<file path="config.mk">
export PLATFORM = sky130hd
export DESIGN_NAME = floor_logic_top
export DESIGN_NICKNAME = d
export VERILOG_FILES = /design/src/hw/elevator_pkg.sv /design/src/hw/floor_logic_top.sv /design/src/hw/floor_scheduler.sv /design/src/hw/motion_control.sv /design/src/hw/request_latch.sv
export VERILOG_INCLUDE_DIRS = /design/src /design/src/hw
export SDC_FILE = /design/constraint.sdc
export NUM_CORES = 1
export LEC_CHECK = 0
export BUFFER_PORTS_ARGS = -buffer_cell sky130_fd_sc_hd__clkbuf_2
export CAP_MARGIN = 10
export CORE_MARGIN = 5
export CORE_UTILIZATION = 45
export CTS_CLUSTER_DIAMETER = 50
export DETAILED_ROUTE_END_ITERATION = 8
export GPL_ROUTABILITY_DRIVEN = 0
export MAX_ROUTING_LAYER = met4
export PLACE_DENSITY = 0.8
export RECOVER_POWER = 100
export SLEW_MARGIN = 0
export SYNTH_ARGS = -nofsm -noshare
export SYNTH_HDL_FRONTEND = slang
export SYNTH_HIERARCHICAL = 1
export SYNTH_SLANG_ARGS = --single-unit
</file>
<file path="constraint.sdc">
create_clock -name clock -period 2.2 [get_ports clock]
set_input_delay 0.11 -clock clock [delete_from_list [all_inputs] [get_ports clock]]
set_output_delay 0.11 -clock clock [all_outputs]
set_load 0.02 [all_outputs]
</file>
<file path="src/hw/elevator_params.svh">
// Elevator build constants

`ifndef ELEVATOR_PARAMS_SVH
`define ELEVATOR_PARAMS_SVH

////////////////////////////////////////
// Building size
////////////////////////////////////////

// Number of floors served
`define ELEV_NUM_FLOORS 11

// Bits needed to index one floor
`define ELEV_FLOOR_W 4

`endif

</file>
<file path="src/hw/elevator_pkg.sv">
// Elevator design types

`default_nettype none

`include "elevator_params.svh"

package elevator_pkg;

    // Floor index, 0 is the ground floor
    typedef logic [`ELEV_FLOOR_W-1:0] floor_t;

    // One bit per floor for buttons and lamps
    typedef logic [`ELEV_NUM_FLOORS-1:0] floor_mask_t;

    // Travel direction as seen by the motion FSM
    typedef enum logic {
        DIR_DOWN = 1'b0,
        DIR_UP   = 1'b1
    } dir_e;

    // Scheduler holds its target while serving
    typedef enum logic {
        SCHED_IDLE    = 1'b0,
        SCHED_SERVING = 1'b1
    } sched_state_e;

endpackage

`default_nettype wire

</file>
<file path="src/hw/floor_logic_top.sv">
// Floor request controller top

`default_nettype none
`timescale 1ns/1ps

module floor_logic_top (
    input  wire                            clock,
    input  wire                            reset_n,
    // Buttons, high while pressed
    input  wire elevator_pkg::floor_mask_t floor_call_buttons,
    input  wire elevator_pkg::floor_mask_t panel_buttons,
    input  wire                            door_open_btn,
    input  wire                            door_close_btn,
    input  wire                            emergency_btn,
    input  wire                            power_switch,
    // Status from the motion FSM
    input  wire elevator_pkg::floor_t      current_floor,
    input  wire                            elevator_moving,
    input  wire elevator_pkg::dir_e        elevator_direction,
    // Lamps
    output wire elevator_pkg::floor_mask_t call_button_lights,
    output wire elevator_pkg::floor_mask_t panel_button_lights,
    // Commands to the motion FSM
    output wire elevator_pkg::floor_t      elevator_floor_selector,
    output wire elevator_pkg::dir_e        direction_selector,
    output wire                            activate_elevator,
    output wire                            door_open_allowed,
    output wire                            door_close_allowed
);

    ////////////////////////////////////////
    // Request lamps
    ////////////////////////////////////////

    request_latch u_request_latch (
        .clock               (clock),
        .reset_n             (reset_n),
        .floor_call_buttons  (floor_call_buttons),
        .panel_buttons       (panel_buttons),
        .power_switch        (power_switch),
        .emergency_btn       (emergency_btn),
        .current_floor       (current_floor),
        .elevator_moving     (elevator_moving),
        .call_button_lights  (call_button_lights),
        .panel_button_lights (panel_button_lights)
    );

    ////////////////////////////////////////
    // Target selection
    ////////////////////////////////////////

    // The chosen target goes straight out as the floor selector
    floor_scheduler u_floor_scheduler (
        .clock               (clock),
        .reset_n             (reset_n),
        .call_button_lights  (call_button_lights),
        .panel_button_lights (panel_button_lights),
        .current_floor       (current_floor),
        .elevator_moving     (elevator_moving),
        .elevator_direction  (elevator_direction),
        .target_floor        (elevator_floor_selector)
    );

    ////////////////////////////////////////
    // Motion and door commands
    ////////////////////////////////////////

    motion_control u_motion_control (
        .clock              (clock),
        .reset_n            (reset_n),
        .target_floor       (elevator_floor_selector),
        .current_floor      (current_floor),
        .elevator_moving    (elevator_moving),
        .power_switch       (power_switch),
        .emergency_btn      (emergency_btn),
        .door_open_btn      (door_open_btn),
        .door_close_btn     (door_close_btn),
        .activate_elevator  (activate_elevator),
        .direction_selector (direction_selector),
        .door_open_allowed  (door_open_allowed),
        .door_close_allowed (door_close_allowed)
    );

endmodule

`default_nettype wire

</file>
<file path="src/hw/floor_scheduler.sv">
// Next target floor selection

`default_nettype none
`timescale 1ns/1ps

`include "elevator_params.svh"

module floor_scheduler (
    input  wire                        clock,
    input  wire                        reset_n,
    input  wire elevator_pkg::floor_mask_t call_button_lights,
    input  wire elevator_pkg::floor_mask_t panel_button_lights,
    input  wire elevator_pkg::floor_t  current_floor,
    input  wire                        elevator_moving,
    input  wire elevator_pkg::dir_e    elevator_direction,
    output elevator_pkg::floor_t       target_floor
);
    import elevator_pkg::*;

    floor_mask_t  pending;
    sched_state_e state;
    logic         load_target;
    logic         up_found;
    floor_t       up_floor;
    logic         down_found;
    floor_t       down_floor;
    floor_t       target_next;

    // Hall calls and cab requests are served alike
    assign pending = call_button_lights | panel_button_lights;

    // New target only when idle with the car standing
    assign load_target = (state == SCHED_IDLE) && !elevator_moving;

    ////////////////////////////////////////
    // Nearest pending floor each way
    ////////////////////////////////////////

    // Scan from the top so the closest floor above wins
    always_comb begin
        up_found = 1'b0;
        up_floor = current_floor;
        for (int i = `ELEV_NUM_FLOORS - 1; i >= 0; i--) begin
            if (pending[i] && (i > int'(current_floor))) begin
                up_found = 1'b1;
                up_floor = floor_t'(i);
            end
        end
    end

    // Scan from the bottom so the closest floor below wins
    always_comb begin
        down_found = 1'b0;
        down_floor = current_floor;
        for (int i = 0; i < `ELEV_NUM_FLOORS; i++) begin
            if (pending[i] && (i < int'(current_floor))) begin
                down_found = 1'b1;
                down_floor = floor_t'(i);
            end
        end
    end

    ////////////////////////////////////////
    // Target choice
    ////////////////////////////////////////

    // Keep going the last way, else turn, else stay put
    always_comb begin
        target_next = target_floor;
        if (load_target) begin
            if (elevator_direction == DIR_UP) begin
                if (up_found) begin
                    target_next = up_floor;
                end else if (down_found) begin
                    target_next = down_floor;
                end else begin
                    target_next = current_floor;
                end
            end else begin
                if (down_found) begin
                    target_next = down_floor;
                end else if (up_found) begin
                    target_next = up_floor;
                end else begin
                    target_next = current_floor;
                end
            end
        end
    end

    // Serving until the car reaches the floor just chosen
    always_ff @(posedge clock or negedge reset_n) begin
        if (!reset_n) begin
            state        <= SCHED_IDLE;
            target_floor <= '0;
        end else begin
            target_floor <= target_next;
            state        <= (target_next != current_floor) ? SCHED_SERVING : SCHED_IDLE;
        end
    end

    ////////////////////////////////////////
    // Checks
    ////////////////////////////////////////

    // A moving car keeps the target it was sent to
    property p_target_held_moving;
        @(posedge clock) disable iff (!reset_n)
            elevator_moving |=> $stable(target_floor);
    endproperty

    a_target_held_moving : assert property (p_target_held_moving)
        else $error("target floor changed while car moving");

endmodule

`default_nettype wire

</file>
<file path="src/hw/motion_control.sv">
// Start, direction and door commands

`default_nettype none
`timescale 1ns/1ps

module motion_control (
    input  wire                       clock,
    input  wire                       reset_n,
    input  wire elevator_pkg::floor_t target_floor,
    input  wire elevator_pkg::floor_t current_floor,
    input  wire                       elevator_moving,
    input  wire                       power_switch,
    input  wire                       emergency_btn,
    input  wire                       door_open_btn,
    input  wire                       door_close_btn,
    output logic                      activate_elevator,
    output elevator_pkg::dir_e        direction_selector,
    output logic                      door_open_allowed,
    output logic                      door_close_allowed
);
    import elevator_pkg::*;

    logic start_ok;
    logic doors_ok;

    // Standing, powered, no emergency and somewhere to go
    assign start_ok = power_switch && !emergency_btn && !elevator_moving
                      && (target_floor != current_floor);

    // Door buttons only matter in a standing, powered car
    assign doors_ok = power_switch && !elevator_moving;

    ////////////////////////////////////////
    // Output registers
    ////////////////////////////////////////

    always_ff @(posedge clock or negedge reset_n) begin
        if (!reset_n) begin
            activate_elevator  <= 1'b0;
            direction_selector <= DIR_DOWN;
            door_open_allowed  <= 1'b0;
            door_close_allowed <= 1'b0;
        end else begin
            activate_elevator <= start_ok;
            // Direction only moves when a start is issued
            if (start_ok) begin
                direction_selector <= (target_floor > current_floor) ? DIR_UP : DIR_DOWN;
            end
            door_open_allowed  <= doors_ok && door_open_btn;
            door_close_allowed <= doors_ok && door_close_btn;
        end
    end

    ////////////////////////////////////////
    // Checks
    ////////////////////////////////////////

    // Emergency blocks the start command on the next cycle
    property p_no_start_in_emergency;
        @(posedge clock) disable iff (!reset_n)
            emergency_btn |=> !activate_elevator;
    endproperty

    a_no_start_in_emergency : assert property (p_no_start_in_emergency)
        else $error("start issued right after emergency");

endmodule

`default_nettype wire

</file>
<file path="src/hw/request_latch.sv">
// Call and panel request lamps

`default_nettype none
`timescale 1ns/1ps

module request_latch (
    input  wire                        clock,
    input  wire                        reset_n,
    input  wire elevator_pkg::floor_mask_t floor_call_buttons,
    input  wire elevator_pkg::floor_mask_t panel_buttons,
    input  wire                        power_switch,
    input  wire                        emergency_btn,
    input  wire elevator_pkg::floor_t  current_floor,
    input  wire                        elevator_moving,
    output elevator_pkg::floor_mask_t  call_button_lights,
    output elevator_pkg::floor_mask_t  panel_button_lights
);
    import elevator_pkg::*;

    logic        accept_presses;
    floor_mask_t here_mask;
    floor_mask_t arrive_clear;
    floor_mask_t call_set;
    floor_mask_t panel_set;
    floor_mask_t call_next;
    floor_mask_t panel_next;

    ////////////////////////////////////////
    // Press qualification
    ////////////////////////////////////////

    // Buttons only count with power on and no emergency
    assign accept_presses = power_switch && !emergency_btn;

    // One-hot marker of the floor the car is at
    assign here_mask = floor_mask_t'(1) << current_floor;

    // A press for the floor the car is already at is dropped
    assign call_set  = accept_presses ? (floor_call_buttons & ~here_mask) : '0;
    assign panel_set = accept_presses ? (panel_buttons & ~here_mask) : '0;

    // Standing car serves both lamps of its floor
    assign arrive_clear = elevator_moving ? '0 : here_mask;

    ////////////////////////////////////////
    // Lamp registers
    ////////////////////////////////////////

    // Every press of the cycle is merged in one step
    assign call_next  = (call_button_lights | call_set) & ~arrive_clear;
    assign panel_next = (panel_button_lights | panel_set) & ~arrive_clear;

    always_ff @(posedge clock or negedge reset_n) begin
        if (!reset_n) begin
            call_button_lights  <= '0;
            panel_button_lights <= '0;
        end else begin
            call_button_lights  <= call_next;
            panel_button_lights <= panel_next;
        end
    end

    ////////////////////////////////////////
    // Checks
    ////////////////////////////////////////

    // Stopped car never shows a lit lamp for the floor it stood at
    property p_no_lamp_at_stop;
        @(posedge clock) disable iff (!reset_n)
            !elevator_moving |=>
                ((call_button_lights | panel_button_lights) & $past(here_mask)) == '0;
    endproperty

    a_no_lamp_at_stop : assert property (p_no_lamp_at_stop)
        else $error("lamp lit at floor where car is stopped");

endmodule

`default_nettype wire

</file>
**Word level (Yosys, flattened, before mapping)**

Index checks and enable logic that the tools add are counted.

- Multiplexer cells: 53
- Eq/ne operators: 2
- Bitwise logic cells: 10
- Reductions and logical operators: 30
- Order comparisons: 22
- Shift-type cells: 1

Operator list:

| operator | number |
|---|---|
| two-way mux 4 bit | 27 |
| bitwise AND 11 bit | 4 |
| two-way mux 11 bit | 3 |
| bitwise OR 11 bit | 3 |
| logical AND 1 bit | 28 |
| two-way mux 1 bit | 23 |
| NOT 11 bit | 2 |
| > comparator 3 x 4 -> 1 bit (first input constant) | 4 |
| less-than comparator 3 x 4 -> 1 bit (first input constant) | 4 |
| > comparator 4 bit (first input constant) | 3 |
| less-than comparator 4 bit (first input constant) | 3 |
| left shift 1 x 4 -> 11 bit (first input constant) | 1 |
| > comparator 2 x 4 -> 1 bit (first input constant) | 2 |
| less-than comparator 1 x 4 -> 1 bit (first input constant) | 2 |
| less-than comparator 2 x 4 -> 1 bit (first input constant) | 2 |
| inequality test 4 bit | 2 |
| > comparator 1 x 4 -> 1 bit (first input constant) | 1 |
| > comparator 4 bit | 1 |
| logical NOT 1 bit | 2 |
| NOT 1 bit | 1 |

- Input port bits: 34
- Register bits: 31
- Output and inout port bits: 30
- Word-level logic and storage cells: 126

**Logic depth before layout (Yosys ltp)**

- Depth after elaboration: 19
- Gate-level depth with buffers: 10
- Depth with buffers taken out: 8

**Modules after synthesis**

The synthesis kept the hierarchy.

Modules (own cells, without submodules):

| module | times used | cells an instance | area each (µm²) | seq. area each (µm²) |
|---|---|---|---|---|
| floor_scheduler | 1 | 154 | 1,058.5 | 125.1 |
| request_latch | 1 | 86 | 987.2 | 550.5 |
| motion_control | 1 | 22 | 249.0 | 100.1 |

**Least setup slack after synthesis**

OpenSTA, ideal clock, no wires.

- Path kind: reg2reg
- Start: reg u_request_latch.panel_button_lights[6]
- End: reg u_floor_scheduler.state
- Path slack: -114 ps
- Buffers on the path: 0
- Cell stages (with the launch flop): 9
- Period minus slack after synthesis: 2,314 ps
- Setup time: 142 ps
- Required time: 2,058 ps
- Data arrival time: 2,172 ps
- Path through: dfrtp_1 -> or2_2 -> a22o_1 -> a211oi_2 -> nor2b_1 -> o41ai_1 -> nor2_1 -> nor3_1 -> o2111ai_2

- Word-level cells in the longest chain between the ends: 14
- Elaborated cells between the ends (all ways): 33
- Classes of those cells: eq/ne: 1; mux: 29; bitwise: 1; reduce/logical: 2

Ends and longest elaborated chain:

| what | line | RTL |
|---|---|---|
| from (decl) | request_latch.sv:16 | `output elevator_pkg::floor_mask_t panel_button_lights` |
| from (signal assigned) | request_latch.sv:59 | `panel_button_lights <= panel_next;` |
| bitwise OR 11 bit * | floor_scheduler.sv:30 | `assign pending = call_button_lights \| panel_button_lights;` |
| logical AND 1 bit | floor_scheduler.sv:44 | `if (pending[i] && (i > int'(current_floor))) begin` |
| two-way mux 4 bit or two-way mux 1 bit (tied branches) (6 in a row) | floor_scheduler.sv:44 |  |
| two-way mux 4 bit | floor_scheduler.sv:82 | `end else if (up_found) begin` |
| two-way mux 4 bit | floor_scheduler.sv:80 | `if (down_found) begin` |
| two-way mux 4 bit * | floor_scheduler.sv:71 | `if (elevator_direction == DIR_UP) begin` |
| two-way mux 4 bit * | floor_scheduler.sv:70 | `if (load_target) begin` |
| inequality test 4 bit * | floor_scheduler.sv:98 | `state <= (target_next != current_floor) ? SCHED_SERVING : SCHED_IDLE;` |
| two-way mux 1 bit * | floor_scheduler.sv:98 |  |
| to (signal assigned) | floor_scheduler.sv:98 |  |
| to (decl) | floor_scheduler.sv:21 | `sched_state_e state;` |

Every way passes the cells marked *; elsewhere a longest branch is shown, timed or not.
A chain may end at the register's enable or synchronous reset.

**Final worst setup path**

- Start: reg u_request_latch.call_button_lights[5]
- End: reg u_floor_scheduler.state

- Word-level cells in the longest chain between the ends: 14
- Elaborated cells between the ends (all ways): 33
- Classes of those cells: eq/ne: 1; mux: 29; bitwise: 1; reduce/logical: 2

Ends and longest elaborated chain:

| what | line | RTL |
|---|---|---|
| from (decl) | request_latch.sv:15 | `output elevator_pkg::floor_mask_t call_button_lights,` |
| from (signal assigned) | request_latch.sv:58 | `call_button_lights <= call_next;` |
| bitwise OR 11 bit * | floor_scheduler.sv:30 |  |
| logical AND 1 bit | floor_scheduler.sv:56 | `if (pending[i] && (i < int'(current_floor))) begin` |
| two-way mux 4 bit or two-way mux 1 bit (tied branches) (6 in a row) | floor_scheduler.sv:56 |  |
| two-way mux 4 bit | floor_scheduler.sv:74 | `end else if (down_found) begin` |
| two-way mux 4 bit | floor_scheduler.sv:72 | `if (up_found) begin` |
| two-way mux 4 bit * | floor_scheduler.sv:71 |  |
| two-way mux 4 bit * | floor_scheduler.sv:70 |  |
| inequality test 4 bit * | floor_scheduler.sv:98 |  |
| two-way mux 1 bit * | floor_scheduler.sv:98 |  |

Marks and branches as above.

==> results.toml <==
[logic_synthesis]
yosys.area_share.simple = 0.260
yosys_most_used_dff = "dfrtp_1"
muxShareOfSynthArea = 0.00872
async_flop_share = 1.00
synth_xor_area_frac = 0.00382
synth_warnings = 6
synthAdderAreaFrac = 0.0218
ys_types = 63
synth_seq_cells = 31
syn_area_per_cell_sq_um = 8.76
synth.largest_area_cell = "dfrtp_1"
syn_nets = 300
synth_cells = 262
ys_seq_area_frac = 0.338
synth_top_family_by_area = "compound AO/OA/AOI/OAI gates"
syn_area_sq_um = 2290
synth_top_area_share = 0.338
synth_compound_area_frac = 0.320
synth_edf_count = 0
synthTopCellsByArea = "dfrtp_1, a22o_1, a21oi_1"

[layout]
layout-drive-gt1-share = 0.418
diodes = 0
fin_nets = 418
final_cells = 450
mostFrequentLayoutCells = "buf_4, clkbuf_2, dfrtp_1, nand2_1"
fin_area_sq_um = 3270
mostFrequentLayoutCell = "buf_4"
syn_to_final_growth_pct = 42.6

[floorplanning]
rows = 26
die-area_sq_um = 6630
pin_count = 64
core_sq_um = 5040
die_y_microns = 81.4
start_util = 0.455
die_w_microns = 81.4

[cts]
clk_pin_slew_ns = 0.07
cts_buffer_depth = 2
cts_tree = "built"
cts.sinks = 31
htreeDepth = 2
insertion_delay_ns = 0.28
cts_buffers = 5
cts_root_buffer = "clkbuf_8"

[route]
drc = 0
viasPerCell = 6.11
detail_route.wirelength_microns = 7860
first_pass_iters = 6
vias = 2749
ant_nets = 0
wl_per_cell_microns = 17.5
drt_iter0_drc = 299

[critical_path]
critPathKind = "flop to flop"
rr_endpoint = "u_floor_scheduler/state"
cp-end-kind = "flop"
path_cells = "nor2_2 -> o32ai_1 -> buf_4 -> a211oi_4 -> buf_4 -> a21boi_1 -> a2bb2oi_2 -> mux2i_1 -> a31o_1 -> o2111ai_2"
worstSetupStartpointType = "flop"
crit_top_cell = "buf_4"
regToRegStartpoint = "u_request_latch/call_button_lights[5]"
cp.arrival_ns = 2.39
reg2reg_slack_ns = -0.05
crit_family = "compound AO/OA/AOI/OAI gates"
worstRegToRegCells = 10
critPathMaxFanout = 5
crit_slowest_cell = "dfrtp_1"
critical_path.max_stage_delay_ns = 0.40
critPathRequiredTime_ns = 2.35
crit_buf_inv = 2

[worst_hold_path]
hp-class = "primary input to flop"
hold_depth = 2
whs_endpoint = "u_request_latch/call_button_lights[5]"
worstHoldStart = "floor_call_buttons[5]"

[sta]
slew_violations = 0
period_share = 1.02
fin_ws_ns = -0.0451
hold_viol = 0
setup_viol = 1
finalCriticalPeriod_ns = 2.25
worstMarginPinSlew_ns = 0.774
slew_headroom = 0.484
timing.clock.skew_ns = 0.00318
rsz0062_at_grt = "yes"
fmax_mhz = 445
tns_ns = -0.0451

[place]
dp_cells = 433
portBuffers = 63
placed_area_sq_um = 3030
dp_hpwl_microns = 5650

[global_routing]
grt_pass1_wl_microns = 12600
grt_max_degree = 32
gr-total-overflow = 0
grt_usage = 0.249
grt_pass1_vias = 2683
antenna_found_initial = 0

[pwr]
p_leak_nw = 1.47
ir_worst_vdd_v = 0.000422
p_per_area_nw_per_um2 = 682

[run_status]
violations = "negative setup slack"
status = "complete, but fails checks"

[flow_run]
drv_cap = 0
## layer usage
| metal | track usage | part of all wire |
|---|---|---|
| met5 | - | 0 |
| met3 | 0.0373 | 0.089 |
| met2 | 0.381 | 0.46 |
| met1 | 0.329 | 0.42 |
| met4 | 0.106 | 0.031 |
## cell families (layout without fill, tap and decap cells)
group,after synthesis,count (layout)
adder cells (fa/ha/maj),4,4
AO/OA/AOI/OAI,99,99
flip-flops,31,31
multiplexers,2,2
XOR/XNOR,1,1
buffers and inverters,20,138
AND/OR/NAND/NOR,105,105
## flip-flops by register name (all words and copies together) (netlist names)
signal and count:
u_request_latch/panel_button_lights 11, u_request_latch/call_button_lights 11, u_motion_control/activate_elevator 1, u_floor_scheduler/target_floor 4, u_motion_control/door_open_allowed 1, u_floor_scheduler/state 1
u_motion_control/direction_selector 1, u_motion_control/door_close_allowed 1
## layout make-up
class	count	area (sq um)
fill	378	1770
multi-input combinational	211	1520
sequential	31	779
timing repair buffer	124	774
tap	70	87.6
clock buffer	6	82.6
inverter	7	26.3
clock inverter	1	5.00
## power by group
group | leakage (nW) | total (mW) | switching (mW) | internal (mW)
Sequential | 0.335 | 0.793 | 0.113 | 0.680
Clock | 0.0470 | 0.458 | 0.213 | 0.245
Combinational | 1.09 | 0.981 | 0.554 | 0.427
## stage by stage
step | worst slack, ns | hold WS (ns) | util | power, mW
floorplan | 0.00703 | -0.186 | - | 1.31
global placement | -0.0409 | 0.203 | 0.600 | 1.67
global route | -0.155 | 0.0531 | 0.649 | 2.35
finish | -0.0451 | 0.0450 | 0.649 | 2.23
CTS | 0.00153 | 0.0425 | 0.629 | 2.17
detailed placement | -0.0929 | 0.222 | 0.600 | 1.70
## how the worst max path moves through the flow
stage | start | to | slack [ns] | depth (start not counted)
floorplan | u_request_latch/panel_button_lights[6] | u_floor_scheduler/state | 0.007 | 8
global placement | u_request_latch/panel_button_lights[6] | u_floor_scheduler/state | -0.04 | 8
detailed placement | u_request_latch/panel_button_lights[6] | u_floor_scheduler/state | -0.09 | 8
CTS | u_request_latch/panel_button_lights[0] | u_floor_scheduler/state | 0.002 | 8
global route | u_request_latch/panel_button_lights[4] | u_floor_scheduler/state | -0.16 | 10
finish | u_request_latch/call_button_lights[5] | u_floor_scheduler/state | -0.05 | 10
## cell usage after synthesis, types with 3 or more instances
master / count
dfrtp_1: 31
nor2_1: 24
nand2_1: 21
a22o_1: 19
a21oi_1: 18
o21ai_0: 8
a31oi_1: 7
inv_1: 7
nor2b_1: 6
nor3_1: 6
nand3_1: 5
o211ai_1: 5
o21ai_1: 5
o22ai_1: 5
or2_2: 5
and3_1: 4
buf_2: 4
clkbuf_1: 4
ha_1: 4
nand2b_1: 4
nor3b_1: 4
o21a_1: 4
or2_1: 4
and2b_1: 3
buf_6: 3
o41ai_1: 3
or3_1: 3
## what timing repair did
| item | in CTS | in global routing |
|---|---|---|
| pin swaps | 3 | 6 |
| gates resized for setup | 4 | 16 |
| setup buffers | 4 | 5 |
| setup endpoints to repair | 1 | 3 |
| hold buffers | 1 | 0 |
| hold endpoints to repair | 31 | 0 |
Power figures use the tool's default switching activity.
